`src/cache_pkg.sv`:
```
// Shared definitions for the two-way blocking write-back cache
// Address split, message structs, request types and controller states
package cache_pkg;

  // --------------------------------------------------
  // Geometry
  // --------------------------------------------------
  localparam int WORD_BITS      = 32;
  localparam int LINE_BITS      = 128;
  localparam int WORDS_PER_LINE = LINE_BITS / WORD_BITS;
  localparam int NUM_WAYS       = 2;
  localparam int NUM_SETS       = 8;

  // Address field boundaries
  localparam int OFF_LSB = 2;
  localparam int IDX_LSB = 4;
  localparam int TAG_LSB = 7;

  typedef logic [31:0]              addr_t;
  typedef logic [WORD_BITS-1:0]     word_t;
  typedef logic [LINE_BITS-1:0]     line_t;
  typedef logic [31-TAG_LSB:0]      tag_t;
  typedef logic [TAG_LSB-IDX_LSB-1:0] idx_t;
  typedef logic [IDX_LSB-OFF_LSB-1:0] word_off_t;
  typedef logic [LINE_BITS/8-1:0]   wben_t;
  typedef logic [0:0]               req_type_t;

  localparam req_type_t TYPE_READ  = 1'b0;
  localparam req_type_t TYPE_WRITE = 1'b1;

  // --------------------------------------------------
  // Messages
  // --------------------------------------------------
  typedef struct packed {
    req_type_t op;
    addr_t     addr;
    word_t     data;
  } cache_req_t;

  typedef struct packed {
    req_type_t op;
    word_t     data;
  } cache_resp_t;

  // Read is a refill, write is an eviction
  typedef struct packed {
    req_type_t op;
    addr_t     addr;
    line_t     data;
  } mem_req_t;

  typedef struct packed {
    req_type_t op;
    line_t     data;
  } mem_resp_t;

  typedef enum logic [3:0] {
    IDLE, TAG_CHECK, READ_ACCESS, WRITE_ACCESS,
    REFILL_REQUEST, REFILL_WAIT, REFILL_UPDATE,
    EVICT_PREPARE, EVICT_REQUEST, EVICT_WAIT, WAIT_RESP
  } ctrl_state_t;

endpackage

```
`src/cache_ctrl_fsm.sv`:
```
// Cache controller FSM
// Sequences tag check, data access, eviction and refill for one request
`timescale 1ns/1ps

module cache_ctrl_fsm
  import cache_pkg::*;
(
  input  logic      clk,
  input  logic      reset,

  // Handshakes
  input  logic      cachereq_val,
  output logic      cachereq_rdy,
  output logic      cacheresp_val,
  input  logic      cacheresp_rdy,
  output logic      memreq_val,
  input  logic      memreq_rdy,
  input  logic      memresp_val,
  output logic      memresp_rdy,

  // Status from the data modules
  input  req_type_t req_type,
  input  logic      hit,
  input  logic      victim_dirty,

  // Enables and selects
  output logic      req_en,
  output logic      refill_en,
  output logic      tag_ren,
  output logic      tag_wen,
  output logic      data_wen,
  output logic      refill_sel,
  output logic      read_en,
  output logic      evict_sel,
  output logic      way_record_en,
  output logic      valid_wen,
  output logic      dirty_wen,
  output logic      dirty_in,
  output logic      lru_wen
);

  ctrl_state_t state;
  ctrl_state_t state_next;
  logic        is_write;

  assign is_write = (req_type == TYPE_WRITE);

  always_ff @(posedge clk) begin
    if (reset) begin
      state <= IDLE;
    end else begin
      state <= state_next;
    end
  end

  // --------------------------------------------------
  // Next state
  // --------------------------------------------------
  always_comb begin
    state_next = state;
    case (state)
      IDLE:           if (cachereq_val) state_next = TAG_CHECK;
      TAG_CHECK: begin
        if (hit)               state_next = is_write ? WRITE_ACCESS : READ_ACCESS;
        else if (victim_dirty) state_next = EVICT_PREPARE;
        else                   state_next = REFILL_REQUEST;
      end
      READ_ACCESS:    state_next = WAIT_RESP;
      WRITE_ACCESS:   state_next = WAIT_RESP;
      REFILL_REQUEST: if (memreq_rdy) state_next = REFILL_WAIT;
      REFILL_WAIT:    if (memresp_val) state_next = REFILL_UPDATE;
      // Finish the access that missed
      REFILL_UPDATE:  state_next = is_write ? WRITE_ACCESS : READ_ACCESS;
      EVICT_PREPARE:  state_next = EVICT_REQUEST;
      EVICT_REQUEST:  if (memreq_rdy) state_next = EVICT_WAIT;
      EVICT_WAIT:     if (memresp_val) state_next = REFILL_REQUEST;
      WAIT_RESP:      if (cacheresp_rdy) state_next = IDLE;
      default:        state_next = IDLE;
    endcase
  end

  // --------------------------------------------------
  // Control outputs
  // --------------------------------------------------
  always_comb begin
    cachereq_rdy  = 1'b0;
    cacheresp_val = 1'b0;
    memreq_val    = 1'b0;
    memresp_rdy   = 1'b0;
    req_en        = 1'b0;
    refill_en     = 1'b0;
    tag_ren       = 1'b0;
    tag_wen       = 1'b0;
    data_wen      = 1'b0;
    refill_sel    = 1'b0;
    read_en       = 1'b0;
    evict_sel     = 1'b0;
    way_record_en = 1'b0;
    valid_wen     = 1'b0;
    dirty_wen     = 1'b0;
    dirty_in      = 1'b0;
    lru_wen       = 1'b0;
    case (state)
      IDLE: begin
        cachereq_rdy = 1'b1;
        req_en       = cachereq_val;
      end
      TAG_CHECK: begin
        tag_ren       = 1'b1;
        way_record_en = 1'b1;
      end
      READ_ACCESS: begin
        read_en = 1'b1;
        lru_wen = 1'b1;
      end
      WRITE_ACCESS: begin
        tag_wen   = 1'b1;
        data_wen  = 1'b1;
        valid_wen = 1'b1;
        dirty_wen = 1'b1;
        dirty_in  = 1'b1;
        lru_wen   = 1'b1;
      end
      REFILL_REQUEST: memreq_val = 1'b1;
      REFILL_WAIT: begin
        memresp_rdy = 1'b1;
        refill_en   = memresp_val;
      end
      // Fresh line is clean until the write access marks it
      REFILL_UPDATE: begin
        tag_wen    = 1'b1;
        data_wen   = 1'b1;
        refill_sel = 1'b1;
        valid_wen  = 1'b1;
        dirty_wen  = 1'b1;
      end
      EVICT_PREPARE: begin
        tag_ren = 1'b1;
        read_en = 1'b1;
      end
      EVICT_REQUEST: begin
        memreq_val = 1'b1;
        evict_sel  = 1'b1;
      end
      EVICT_WAIT: memresp_rdy = 1'b1;
      WAIT_RESP:  cacheresp_val = 1'b1;
      default: ;
    endcase
  end

  // Producers hold val until the transfer
  assert property (@(posedge clk) disable iff (reset)
    memreq_val && !memreq_rdy |=> memreq_val)
    else $error("memreq_val dropped without memreq_rdy");

  assert property (@(posedge clk) disable iff (reset)
    cacheresp_val && !cacheresp_rdy |=> cacheresp_val)
    else $error("cacheresp_val dropped without cacheresp_rdy");

endmodule

```
`src/cache_tag_state.sv`:
```
// Tag and state arrays for the two cache ways
// Valid, dirty and LRU bits, hit detection and the recorded way
`timescale 1ns/1ps

module cache_tag_state
  import cache_pkg::*;
(
  input  logic  clk,
  input  logic  reset,
  input  addr_t req_addr,
  input  logic  tag_ren,
  input  logic  tag_wen,
  input  logic  way_record_en,
  input  logic  valid_wen,
  input  logic  dirty_wen,
  input  logic  dirty_in,
  input  logic  lru_wen,
  output logic  hit,
  output logic  victim_dirty,
  output logic  way,
  output tag_t  victim_tag
);

  tag_t                tag_array  [NUM_WAYS][NUM_SETS];
  logic [NUM_SETS-1:0] valid_bits [NUM_WAYS];
  logic [NUM_SETS-1:0] dirty_bits [NUM_WAYS];
  logic [NUM_SETS-1:0] lru_bits;

  idx_t                idx;
  tag_t                req_tag;
  logic [NUM_WAYS-1:0] way_hit;
  logic                sel_way;

  assign idx     = req_addr[IDX_LSB +: $bits(idx_t)];
  assign req_tag = req_addr[TAG_LSB +: $bits(tag_t)];

  always_comb begin
    for (int w = 0; w < NUM_WAYS; w++) begin
      way_hit[w] = valid_bits[w][idx] && (tag_array[w][idx] == req_tag);
    end
  end

  // Hit way, else the least recently used one
  assign sel_way = way_hit[1] ? 1'b1 : (way_hit[0] ? 1'b0 : lru_bits[idx]);

  assign hit          = tag_ren && (|way_hit);
  assign victim_dirty = tag_ren && valid_bits[sel_way][idx] && dirty_bits[sel_way][idx];
  assign victim_tag   = tag_array[way][idx];

  // --------------------------------------------------
  // Array and way updates
  // --------------------------------------------------
  always_ff @(posedge clk) begin
    if (reset) begin
      for (int w = 0; w < NUM_WAYS; w++) begin
        valid_bits[w] <= '0;
        dirty_bits[w] <= '0;
        for (int s = 0; s < NUM_SETS; s++) begin
          tag_array[w][s] <= '0;
        end
      end
      lru_bits <= '0;
      way      <= 1'b0;
    end else begin
      if (way_record_en) way <= sel_way;
      if (tag_wen)   tag_array[way][idx]  <= req_tag;
      if (valid_wen) valid_bits[way][idx] <= 1'b1;
      if (dirty_wen) dirty_bits[way][idx] <= dirty_in;
      // Other way becomes the replacement candidate
      if (lru_wen)   lru_bits[idx] <= ~way;
    end
  end

  assert property (@(posedge clk) disable iff (reset) !(way_hit[0] && way_hit[1]))
    else $error("address hits in both ways");

endmodule

```
`src/cache_data_path.sv`:
```
// Cache data path with request register and two-way data array
// Word reads and writes, refill merge and memory request assembly
`timescale 1ns/1ps

module cache_data_path
  import cache_pkg::*;
(
  input  logic        clk,
  input  logic        reset,
  input  cache_req_t  cachereq,
  input  logic        req_en,
  input  logic        refill_en,
  input  logic        data_wen,
  input  logic        refill_sel,
  input  logic        read_en,
  input  logic        evict_sel,
  input  logic        way,
  input  tag_t        victim_tag,
  input  mem_resp_t   memresp,
  output req_type_t   req_type,
  output addr_t       req_addr,
  output cache_resp_t cacheresp,
  output mem_req_t    memreq
);

  cache_req_t req_reg;
  line_t      data_array [NUM_WAYS][NUM_SETS];
  line_t      refill_line;
  line_t      read_line;
  line_t      fill_line;
  line_t      write_line;
  wben_t      wben;
  idx_t       idx;
  word_off_t  off;

  assign req_type = req_reg.op;
  assign req_addr = req_reg.addr;
  assign idx      = req_reg.addr[IDX_LSB +: $bits(idx_t)];
  assign off      = req_reg.addr[OFF_LSB +: $bits(word_off_t)];

  always_ff @(posedge clk) begin
    if (reset) begin
      req_reg <= '0;
    end else if (req_en) begin
      req_reg <= cachereq;
    end
  end

  always_ff @(posedge clk) begin
    if (refill_en) refill_line <= memresp.data;
    // Word source for reads, line source for evictions
    if (read_en)   read_line   <= data_array[way][idx];
  end

  // Store data folded into the fresh line
  always_comb begin
    fill_line = refill_line;
    if (req_reg.op == TYPE_WRITE) fill_line[off*WORD_BITS +: WORD_BITS] = req_reg.data;
  end

  assign write_line = refill_sel ? fill_line : {WORDS_PER_LINE{req_reg.data}};
  assign wben       = refill_sel ? '1
                    : wben_t'({(WORD_BITS/8){1'b1}}) << (off * (WORD_BITS/8));

  always_ff @(posedge clk) begin
    if (data_wen) begin
      for (int b = 0; b < LINE_BITS/8; b++) begin
        if (wben[b]) data_array[way][idx][b*8 +: 8] <= write_line[b*8 +: 8];
      end
    end
  end

  assign cacheresp.op   = req_reg.op;
  assign cacheresp.data = read_line[off*WORD_BITS +: WORD_BITS];

  // --------------------------------------------------
  // Memory request for a refill read or a victim write
  // --------------------------------------------------
  always_comb begin
    if (evict_sel) begin
      memreq.op   = TYPE_WRITE;
      memreq.addr = {victim_tag, idx, {IDX_LSB{1'b0}}};
      memreq.data = read_line;
    end else begin
      memreq.op   = TYPE_READ;
      memreq.addr = {req_reg.addr[31:IDX_LSB], {IDX_LSB{1'b0}}};
      memreq.data = '0;
    end
  end

endmodule

```
`src/blocking_cache.sv`:
```
// Two-way set-associative blocking write-back cache
// Controller FSM plus tag state and data path
`timescale 1ns/1ps

module blocking_cache
  import cache_pkg::*;
(
  input  logic        clk,
  input  logic        reset,

  input  cache_req_t  cachereq,
  input  logic        cachereq_val,
  output logic        cachereq_rdy,

  output cache_resp_t cacheresp,
  output logic        cacheresp_val,
  input  logic        cacheresp_rdy,

  output mem_req_t    memreq,
  output logic        memreq_val,
  input  logic        memreq_rdy,

  input  mem_resp_t   memresp,
  input  logic        memresp_val,
  output logic        memresp_rdy
);

  // Controller to data modules
  logic req_en;
  logic refill_en;
  logic tag_ren;
  logic tag_wen;
  logic data_wen;
  logic refill_sel;
  logic read_en;
  logic evict_sel;
  logic way_record_en;
  logic valid_wen;
  logic dirty_wen;
  logic dirty_in;
  logic lru_wen;

  // Status and shared request fields
  req_type_t req_type;
  addr_t     req_addr;
  logic      hit;
  logic      victim_dirty;
  logic      way;
  tag_t      victim_tag;

  cache_ctrl_fsm ctrl_i (
    .clk, .reset,
    .cachereq_val, .cachereq_rdy, .cacheresp_val, .cacheresp_rdy,
    .memreq_val, .memreq_rdy, .memresp_val, .memresp_rdy,
    .req_type, .hit, .victim_dirty,
    .req_en, .refill_en, .tag_ren, .tag_wen, .data_wen, .refill_sel,
    .read_en, .evict_sel, .way_record_en, .valid_wen, .dirty_wen,
    .dirty_in, .lru_wen
  );

  cache_tag_state tag_i (
    .clk, .reset, .req_addr,
    .tag_ren, .tag_wen, .way_record_en, .valid_wen, .dirty_wen,
    .dirty_in, .lru_wen,
    .hit, .victim_dirty, .way, .victim_tag
  );

  cache_data_path dpath_i (
    .clk, .reset, .cachereq,
    .req_en, .refill_en, .data_wen, .refill_sel, .read_en, .evict_sel,
    .way, .victim_tag, .memresp,
    .req_type, .req_addr, .cacheresp, .memreq
  );

endmodule

```
`config.mk`:
```
export PLATFORM = sky130hd
export DESIGN_NAME = blocking_cache
export DESIGN_NICKNAME = d
export VERILOG_FILES = /design/src/cache_pkg.sv /design/src/cache_ctrl_fsm.sv /design/src/cache_tag_state.sv /design/src/cache_data_path.sv /design/src/blocking_cache.sv
export SDC_FILE = /design/constraint.sdc
export NUM_CORES = 2
export LEC_CHECK = 0
export BUFFER_PORTS_ARGS = -buffer_cell sky130_fd_sc_hd__buf_2
export CORE_MARGIN = 4
export CORE_UTILIZATION = 50
export CTS_CLUSTER_SIZE = 24
export DETAILED_ROUTE_END_ITERATION = 10
export PLACE_DENSITY = 0.69
export SETUP_SLACK_MARGIN = 0.4
export SLEW_MARGIN = 20
export SYNTH_ARGS = -nofsm -noshare
export SYNTH_HDL_FRONTEND = slang
export SYNTH_SLANG_ARGS = --single-unit
```
`constraint.sdc`:
```
create_clock -name clk -period 22.8 [get_ports clk]
set_clock_uncertainty 0.05 [all_clocks]
set_input_delay 0 -clock clk [delete_from_list [all_inputs] [get_ports clk]]
set_output_delay 0 -clock clk [all_outputs]
set_load 0.02 [all_outputs]
```
### Word-level counts from Yosys, hierarchy flattened

Memory sizes are Yosys's and may differ from the RTL's. A register that Yosys moved wholly into a read port is not among the register bits.
Cells that the tools add are included.

| storage, ports and cells | value |
|---|---|
| input port bits | 200 |
| register bits | 334 |
| latch bits | 0 |
| bits in writable memories | 2,480 |
| ROM bits | 0 |
| memories | 4 |

Memories:

| memory | depth | bits a word | read ports | clocked after Yosys merged registers in | wr ports | line | text |
|---|---|---|---|---|---|---|---|
| dpath_i.data_array | 2 | 1,024 | 1 | 1 | 1 | cache_data_path.sv:27 | `line_t data_array [NUM_WAYS][NUM_SETS];` |
| tag_i.tag_array | 2 | 200 | 3 | 1 | 2 | cache_tag_state.sv:24 | `tag_t tag_array [NUM_WAYS][NUM_SETS];` |
| tag_i.dirty_bits | 2 | 8 | 1 | 0 | 2 | cache_tag_state.sv:26 | `logic [NUM_SETS-1:0] dirty_bits [NUM_WAYS];` |
| tag_i.valid_bits | 2 | 8 | 3 | 0 | 2 | cache_tag_state.sv:25 | `logic [NUM_SETS-1:0] valid_bits [NUM_WAYS];` |

| operators by class | value |
|---|---|
| add/sub/neg operators | 1 |
| reductions and logical operators | 19 |
| mux-type cells | 15,517 |
| bitwise logic cells | 15,362 |
| shift-type cells | 4 |
| magnitude comparators | 4 |
| equality and inequality tests | 18 |
| div/mod/pow operators | 0 |
| multiply operators | 0 |

Operators by type and width:

| cell | count |
|---|---|
| 1024-bit 2-to-1 mux | 16 |
| 1-bit 2-to-1 mux | 15,426 |
| 1-bit OR | 15,360 |
| 128-bit demux with 3-bit select | 16 |
| 128-bit 2-to-1 mux | 5 |
| 200-bit 2-to-1 mux | 3 |
| 128-bit binary-select mux with 3-bit select | 1 |
| 25-bit binary-select mux with 3-bit select | 3 |
| 200-bit OR reduction | 1 |
| 25-bit 2-to-1 mux | 7 |
| 161-bit 2-to-1 mux | 1 |
| 128-bit bitwise mux | 1 |
| 32-bit by 34-bit variable shift with 128-bit output (first input constant) | 1 |
| 128-bit by 8-bit indexed part select with 32-bit output | 1 |
| 32-bit by 34-bit indexed part select with 128-bit output | 1 |
| 120-bit 2-to-1 mux | 1 |
| 112-bit 2-to-1 mux | 1 |
| 104-bit 2-to-1 mux | 1 |
| 96-bit 2-to-1 mux | 1 |
| 88-bit 2-to-1 mux | 1 |
| 80-bit 2-to-1 mux | 1 |
| 25-bit demux with 3-bit select | 1 |
| 72-bit 2-to-1 mux | 1 |
| 64-bit 2-to-1 mux | 1 |
| other kinds (32) | 73 |

### Logic depth before layout (Yosys ltp)

| depth | value |
|---|---|
| depth in word-level cells | 21 |
| gate-level depth with buffers | 16 |
| gate-level depth less buffers | 10 |

### By module

Synthesis repeated with hierarchy kept, for this count alone.

| unflattened totals | value |
|---|---|
| cells, all modules | 6,230 |
| area total of the unflattened synthesis | 114,268.3 µm² |

Modules (own cells, without submodules):

| module | instances | cells each | seq. area each (µm²) | area each (µm²) |
|---|---|---|---|---|
| cache_data_path | 1 | 4,677 | 70,487.6 | 91,446.5 |
| cache_tag_state | 1 | 1,489 | 13,012.5 | 22,376.5 |
| cache_ctrl_fsm | 1 | 64 | 80.1 | 445.4 |

### Worst setup path after synthesis

Ideal clock, no wire load.

| timing path | value |
|---|---|
| path type | register to register |
| start point | reg ctrl_i.state[3] |
| end point | reg dpath_i.refill_line[0], enable pin |
| period minus slack after synthesis | 14,884 ps |
| setup slack | 7,916 ps |
| cell stages (with the launch flop) | 4 |
| setup time | 973 ps |
| buffers on the path | 2 |
| arrival | 13,861 ps |
| required time | 21,777 ps |
| path through | dfxtp_1 -> clkbuf_1 -> clkbuf_1 -> nor4b_1 |

| on the way | value |
|---|---|
| longest elaborated chain between the ends | 2 |

RTL lines:

| what | line | text |
|---|---|---|
| start, declared | cache_ctrl_fsm.sv:42 | `ctrl_state_t state;` |
| start signal, assigned | cache_ctrl_fsm.sv:52 | `state <= state_next;` |
| 4-bit by 3-bit equality test with 1-bit output | - |  |
| 1-bit 2-to-1 mux | - |  |
| via ctrl_i.refill_en | cache_ctrl_fsm.sv:28 | `output logic refill_en,` |
| end signal, assigned | cache_data_path.sv:50 | `if (refill_en) refill_line <= memresp.data;` |
| end, declared | cache_data_path.sv:28 | `line_t refill_line;` |

The timed path passes the listed nets, and every way through them passes these cells.
A chain may end at the register's enable or synchronous reset.

### Worst setup path in the final report

| timing path | value |
|---|---|
| start point | reg dpath_i.req_reg (netlist bit dpath_i.req_addr[4]) |
| end point | mem dpath_i.data_array[1][798] in the netlist's numbering, enable pin |

| on the way | value |
|---|---|
| longest elaborated chain between the ends | 19 |
| elaborated cells on any way between the ends | 52 |

RTL lines:

| what | line | text |
|---|---|---|
| start, declared | cache_data_path.sv:26 | `cache_req_t req_reg;` |
| start signal, assigned | cache_data_path.sv:45 | `req_reg <= cachereq;` |
| 3-bit NOT with 4-bit output (*) | - |  |
| 4-bit greater-or-equal comparator or 4-bit by 1-bit < comparator with 1-bit output (tied branches) | - |  |
| 1-bit logical AND | - |  |
| 32-bit 2-to-1 mux | - |  |
| 128-bit demux with 3-bit select | - |  |
| 1024-bit 2-to-1 mux | - |  |
| 1-bit OR (no line) (12 in series) | - |  |
| 1-bit OR (no line) (*) | - |  |
| end, declared | cache_data_path.sv:27 |  |

Mark *: on every way between the ends. The rest lies on a longest branch, timed or not.

==> metrics.md <==
| Metric | Value |
|---|---|
| Outcome | complete, no violations |
| Most used cell, CP | buf_4 |
| Filler cell count | 15944 |
| Min-delay src | cachereq[2] |
| TNS Setup | 0 ns |
| Worst hold margin | 0.195 ns |
| PostCTS Resize Cnt | 0 |
| Fin. max-slew vios | 0 |
| Synth Flop Type | edfxtp_1 |
| Die H | 482 um |
| RSZ-0062 raised after global routing | false |
| Crit end category | register |
| Crit-path cells | buf_4 > buf_4 > or2b_1 > nor2_1 > buf_4 > nand2_1 > nor2_4 > buf_4 |
| I/O pin count | 398 |
| Psw | 4.40 mW |
| Drt total wl | 366000 um |
| Synth Instances | 6163 |
| Post-Synth Simple-Gate Area | 0.0445 |
| Arrival time worst endpoint | 6.52 ns |
| GP Congestion | 0.915 |
| Post-CTS Hold Fix Bufs | 459 |
| Max FFs per register | 2048 |
| P_leak | 44.3 nW |
| H-tree depth | 5 |
| #FFs+latches synth | 2813 |
| Hold Vio Cnt, Final | 0 |
| Worst hold path cell count | 4 |
| Core Region | 223000 um^2 |
| Top reg by flops | dpath_i.data_array |
| Core Util, Final | 0.593 |
| Avg Inst Size Synth | 18.2 um^2 |
| Post-Synth Adder-Cell Area | 0.000893 |
| # nets final | 7269 |
| GR Util met1 | 0.392 |
| Number of placement rows | 173 |
| Clock sinks | 2813 |
| Crit path launch type | register |
| Largest family of logic cells by synthesized area | multiplexers |
| PortBufs | 390 |
| Synth cell types | 83 |
| Grt peak-use layer | met2 |
| Vias in the first global route | 64946 |
| Postcts setup bufs | 0 |
| Top-count cell post-synth | edfxtp_1 |
| Cell Area, Synth | 112000 um^2 |
| Slew HR | 0.158 |
| Initial antenna violation count | 44 |
| Ys async rst share | 0 |
| Switching Share | 0.307 |
| Post-synthesis xor/xnor area fraction | 0.00344 |
| Sequential share of the synthesized area | 0.745 |
| Layout cells sized above 1 | 0.215 |
| Period minus WS final | 6.00 ns |
| Post-synth EDFFs | 2720 |
| Met3 Usage GRT | 0.0821 |
| 1st-iter DRT viols | 9573 |
| Worst Tran Pin Value | 1.26 ns |
| Data required, critical path | 23.32 ns |
| Drc violations | 0 |
| Share of the synthesized area in the top cell type | 0.729 |
| Die area | 232000 um^2 |
| Mux cell area share after synthesis | 0.139 |
| Crit Path Class | reg -> reg |
| GRT Resource Usage Total | 0.314 |
| Area grow syn2layout | 17.8% |
| Via count | 67258 |
| Clock tree from TritonCTS | built |
| Initial DRT Pass Iterations | 6 |
| Leading area contributor after synthesis | edfxtp_1 |
| Worst-Skew Late Latency | 0.95 ns |
| Syn. warnings | 0 |
| RR Startpoint | dpath_i.req_addr[4] |
| Top post-synthesis cells by count | edfxtp_1, mux2i_1, mux4_2, clkbuf_1, nand2_1 |
| Maximum VDD drop | 0.123 mV |
| Fmax | 167 MHz |
| Hold endpoint | dpath_i.req_reg[2] |
| Power share of the clock group | 0.319 |
| Post-synthesis compound-gate area fraction | 0.0495 |
| Total power per unit cell area | 109 nW/um^2 |
| Reg-to-reg setup timing slack | 16.80 ns |
| Worst Path Max Fanout | 55 |
| Die W | 482 um |
| Worst-path clk slew | 0.07 ns |
| Hold/Removal Path Class | in -> reg |
| Final setup fails | 0 |
| Number of buffers created by CTS | 305 |
| Reg2reg end | dpath_i.data_array[1][798] |
| Placed wire-length estimate | 208000 um |
| CTS Buffer Depth | 4 |
| First-pass GRT wire length | 504000 um |
| Maxcap violations | 0 |
| Starting Density | 0.503 |
| Sequential power share | 0.449 |
| Worst r2r path cells | 8 |
| Fin crit share | 0.263 |
| Gate power share | 0.232 |
| Largest registers | dpath_i.data_array: 2048 flops, tag_i.tag_array: 400 flops |
| P_int | 9.95 mW |
| Post-layout instance area | 132000 um^2 |
| Root buffer cell | clkbuf_16 |
| Synth area leaders | edfxtp_1, mux4_2, mux2i_1 |
| Avg WL per Cell | 35.4 um |
| Vias per cell | 6.49 |
| Met2 Resource Use GR | 0.477 |
| Area of placed instances | 118000 um^2 |
| Number of routed nets with antenna violations | 0 |
| Critical Path Max Stage Delay | 0.95 ns |
| Largest net degree at the start of global routing | 133 |
| Remaining global-route overflow | 0 |
| Critical path's slowest cell | nor2_4 |
==> placed cells by master (no fill, tap or decap), types with 32 or more instances in the layout <==
master | netlist | layout
nor4_1 | 35 | 35
nor2_1 | 125 | 82
nand2_1 | 316 | 308
nor3_1 | 69 | 38
dfxtp_1 | 93 | 77
dlygate4sd3_1 | 0 | 459
o22ai_1 | 222 | 222
clkinv_2 | 0 | 32
mux4_2 | 427 | 427
o21ai_0 | 139 | 126
mux2_2 | 33 | 33
and2_1 | 184 | 184
clkbuf_16 | 0 | 310
a22o_1 | 130 | 130
and3_1 | 156 | 155
mux2i_1 | 547 | 547
a21oi_1 | 174 | 165
edfxtp_1 | 2720 | 2720
a211oi_1 | 79 | 79
clkbuf_1 | 340 | 89
buf_2 | 52 | 389
buf_4 | 21 | 174
diode_2 | 0 | 103
nor2_4 | 1 | 43
clkinv_1 | 1 | 62
==> critical path: cells and delay by family, from the launching register on <==
family        cells  cell delay [ns]
simple gates      4             2.26
flops             1             0.74
buf+inv           4             2.40
==> routing by layer <==
layer | routed length [um] | part of all wire
met4 | 30400 | 0.083
met2 | 169000 | 0.46
met5 | 144 | 0.00039
met1 | 125000 | 0.34
met3 | 41400 | 0.11
==> layout make-up <==
type	instances	area, um^2	share of cell area
multi-input combinational	2896	27400	0.207
antenna	103	258	0.00195
clock buffer	402	8130	0.0616
timing repair buffer	1030	7990	0.0605
clock inverter	124	911	0.00690
inverter	15	65.1	0.000493
tap	2975	3720	0.0282
sequential	2813	83600	0.633
==> worst max path at each step <==
stage | start | end | slack [ns] | depth (start not counted)
after floorplan | ctrl_i.state[3] | dpath_i.refill_line[0] | 7.92 | 3
after global placement | dpath_i.req_addr[4] | dpath_i.data_array[1][780] | 16.99 | 8
after detailed placement | dpath_i.req_addr[4] | dpath_i.data_array[1][799] | 16.97 | 8
after CTS | dpath_i.req_addr[4] | dpath_i.data_array[1][798] | 16.92 | 8
after global routing | dpath_i.req_addr[4] | dpath_i.data_array[1][781] | 16.64 | 8
final | dpath_i.req_addr[4] | dpath_i.data_array[1][798] | 16.80 | 8
==> stage by stage <==
stage	power (mW)	instances	setup WS, ns
5_1_grt	14.8	10317	16.64
2_1_floorplan	8.45	6166	7.92
6_report	14.4	10358	16.80
3_5_place_dp	9.68	9270	16.97
4_1_cts	14.3	10255	16.92
3_3_place_gp	9.62	9270	16.99
==> kinds of logic (layout without fill, tap and decap cells) <==
family,count (synthesis),after routing
XOR/XNOR,44,44
flip-flops,2813,2813
adder cells (fa/ha/maj),8,8
multiplexers,1011,1011
buffers and inverters,457,1571
other,1,107
AO/OA/AOI/OAI,850,850
AND/OR/NAND/NOR,979,979
==> power groups by stage <==
stage                     Sequential (mW)  Combinational [mW]  Clock, mW
after floorplan                      6.28                2.17          0
after global placement               6.52                3.10          0
after detailed placement             6.53                3.15          0
after CTS                            6.42                3.26       4.62
after global routing                 6.44                3.50       4.84
final                                6.44                3.33       4.58
(Power assumes the default switching activity.)
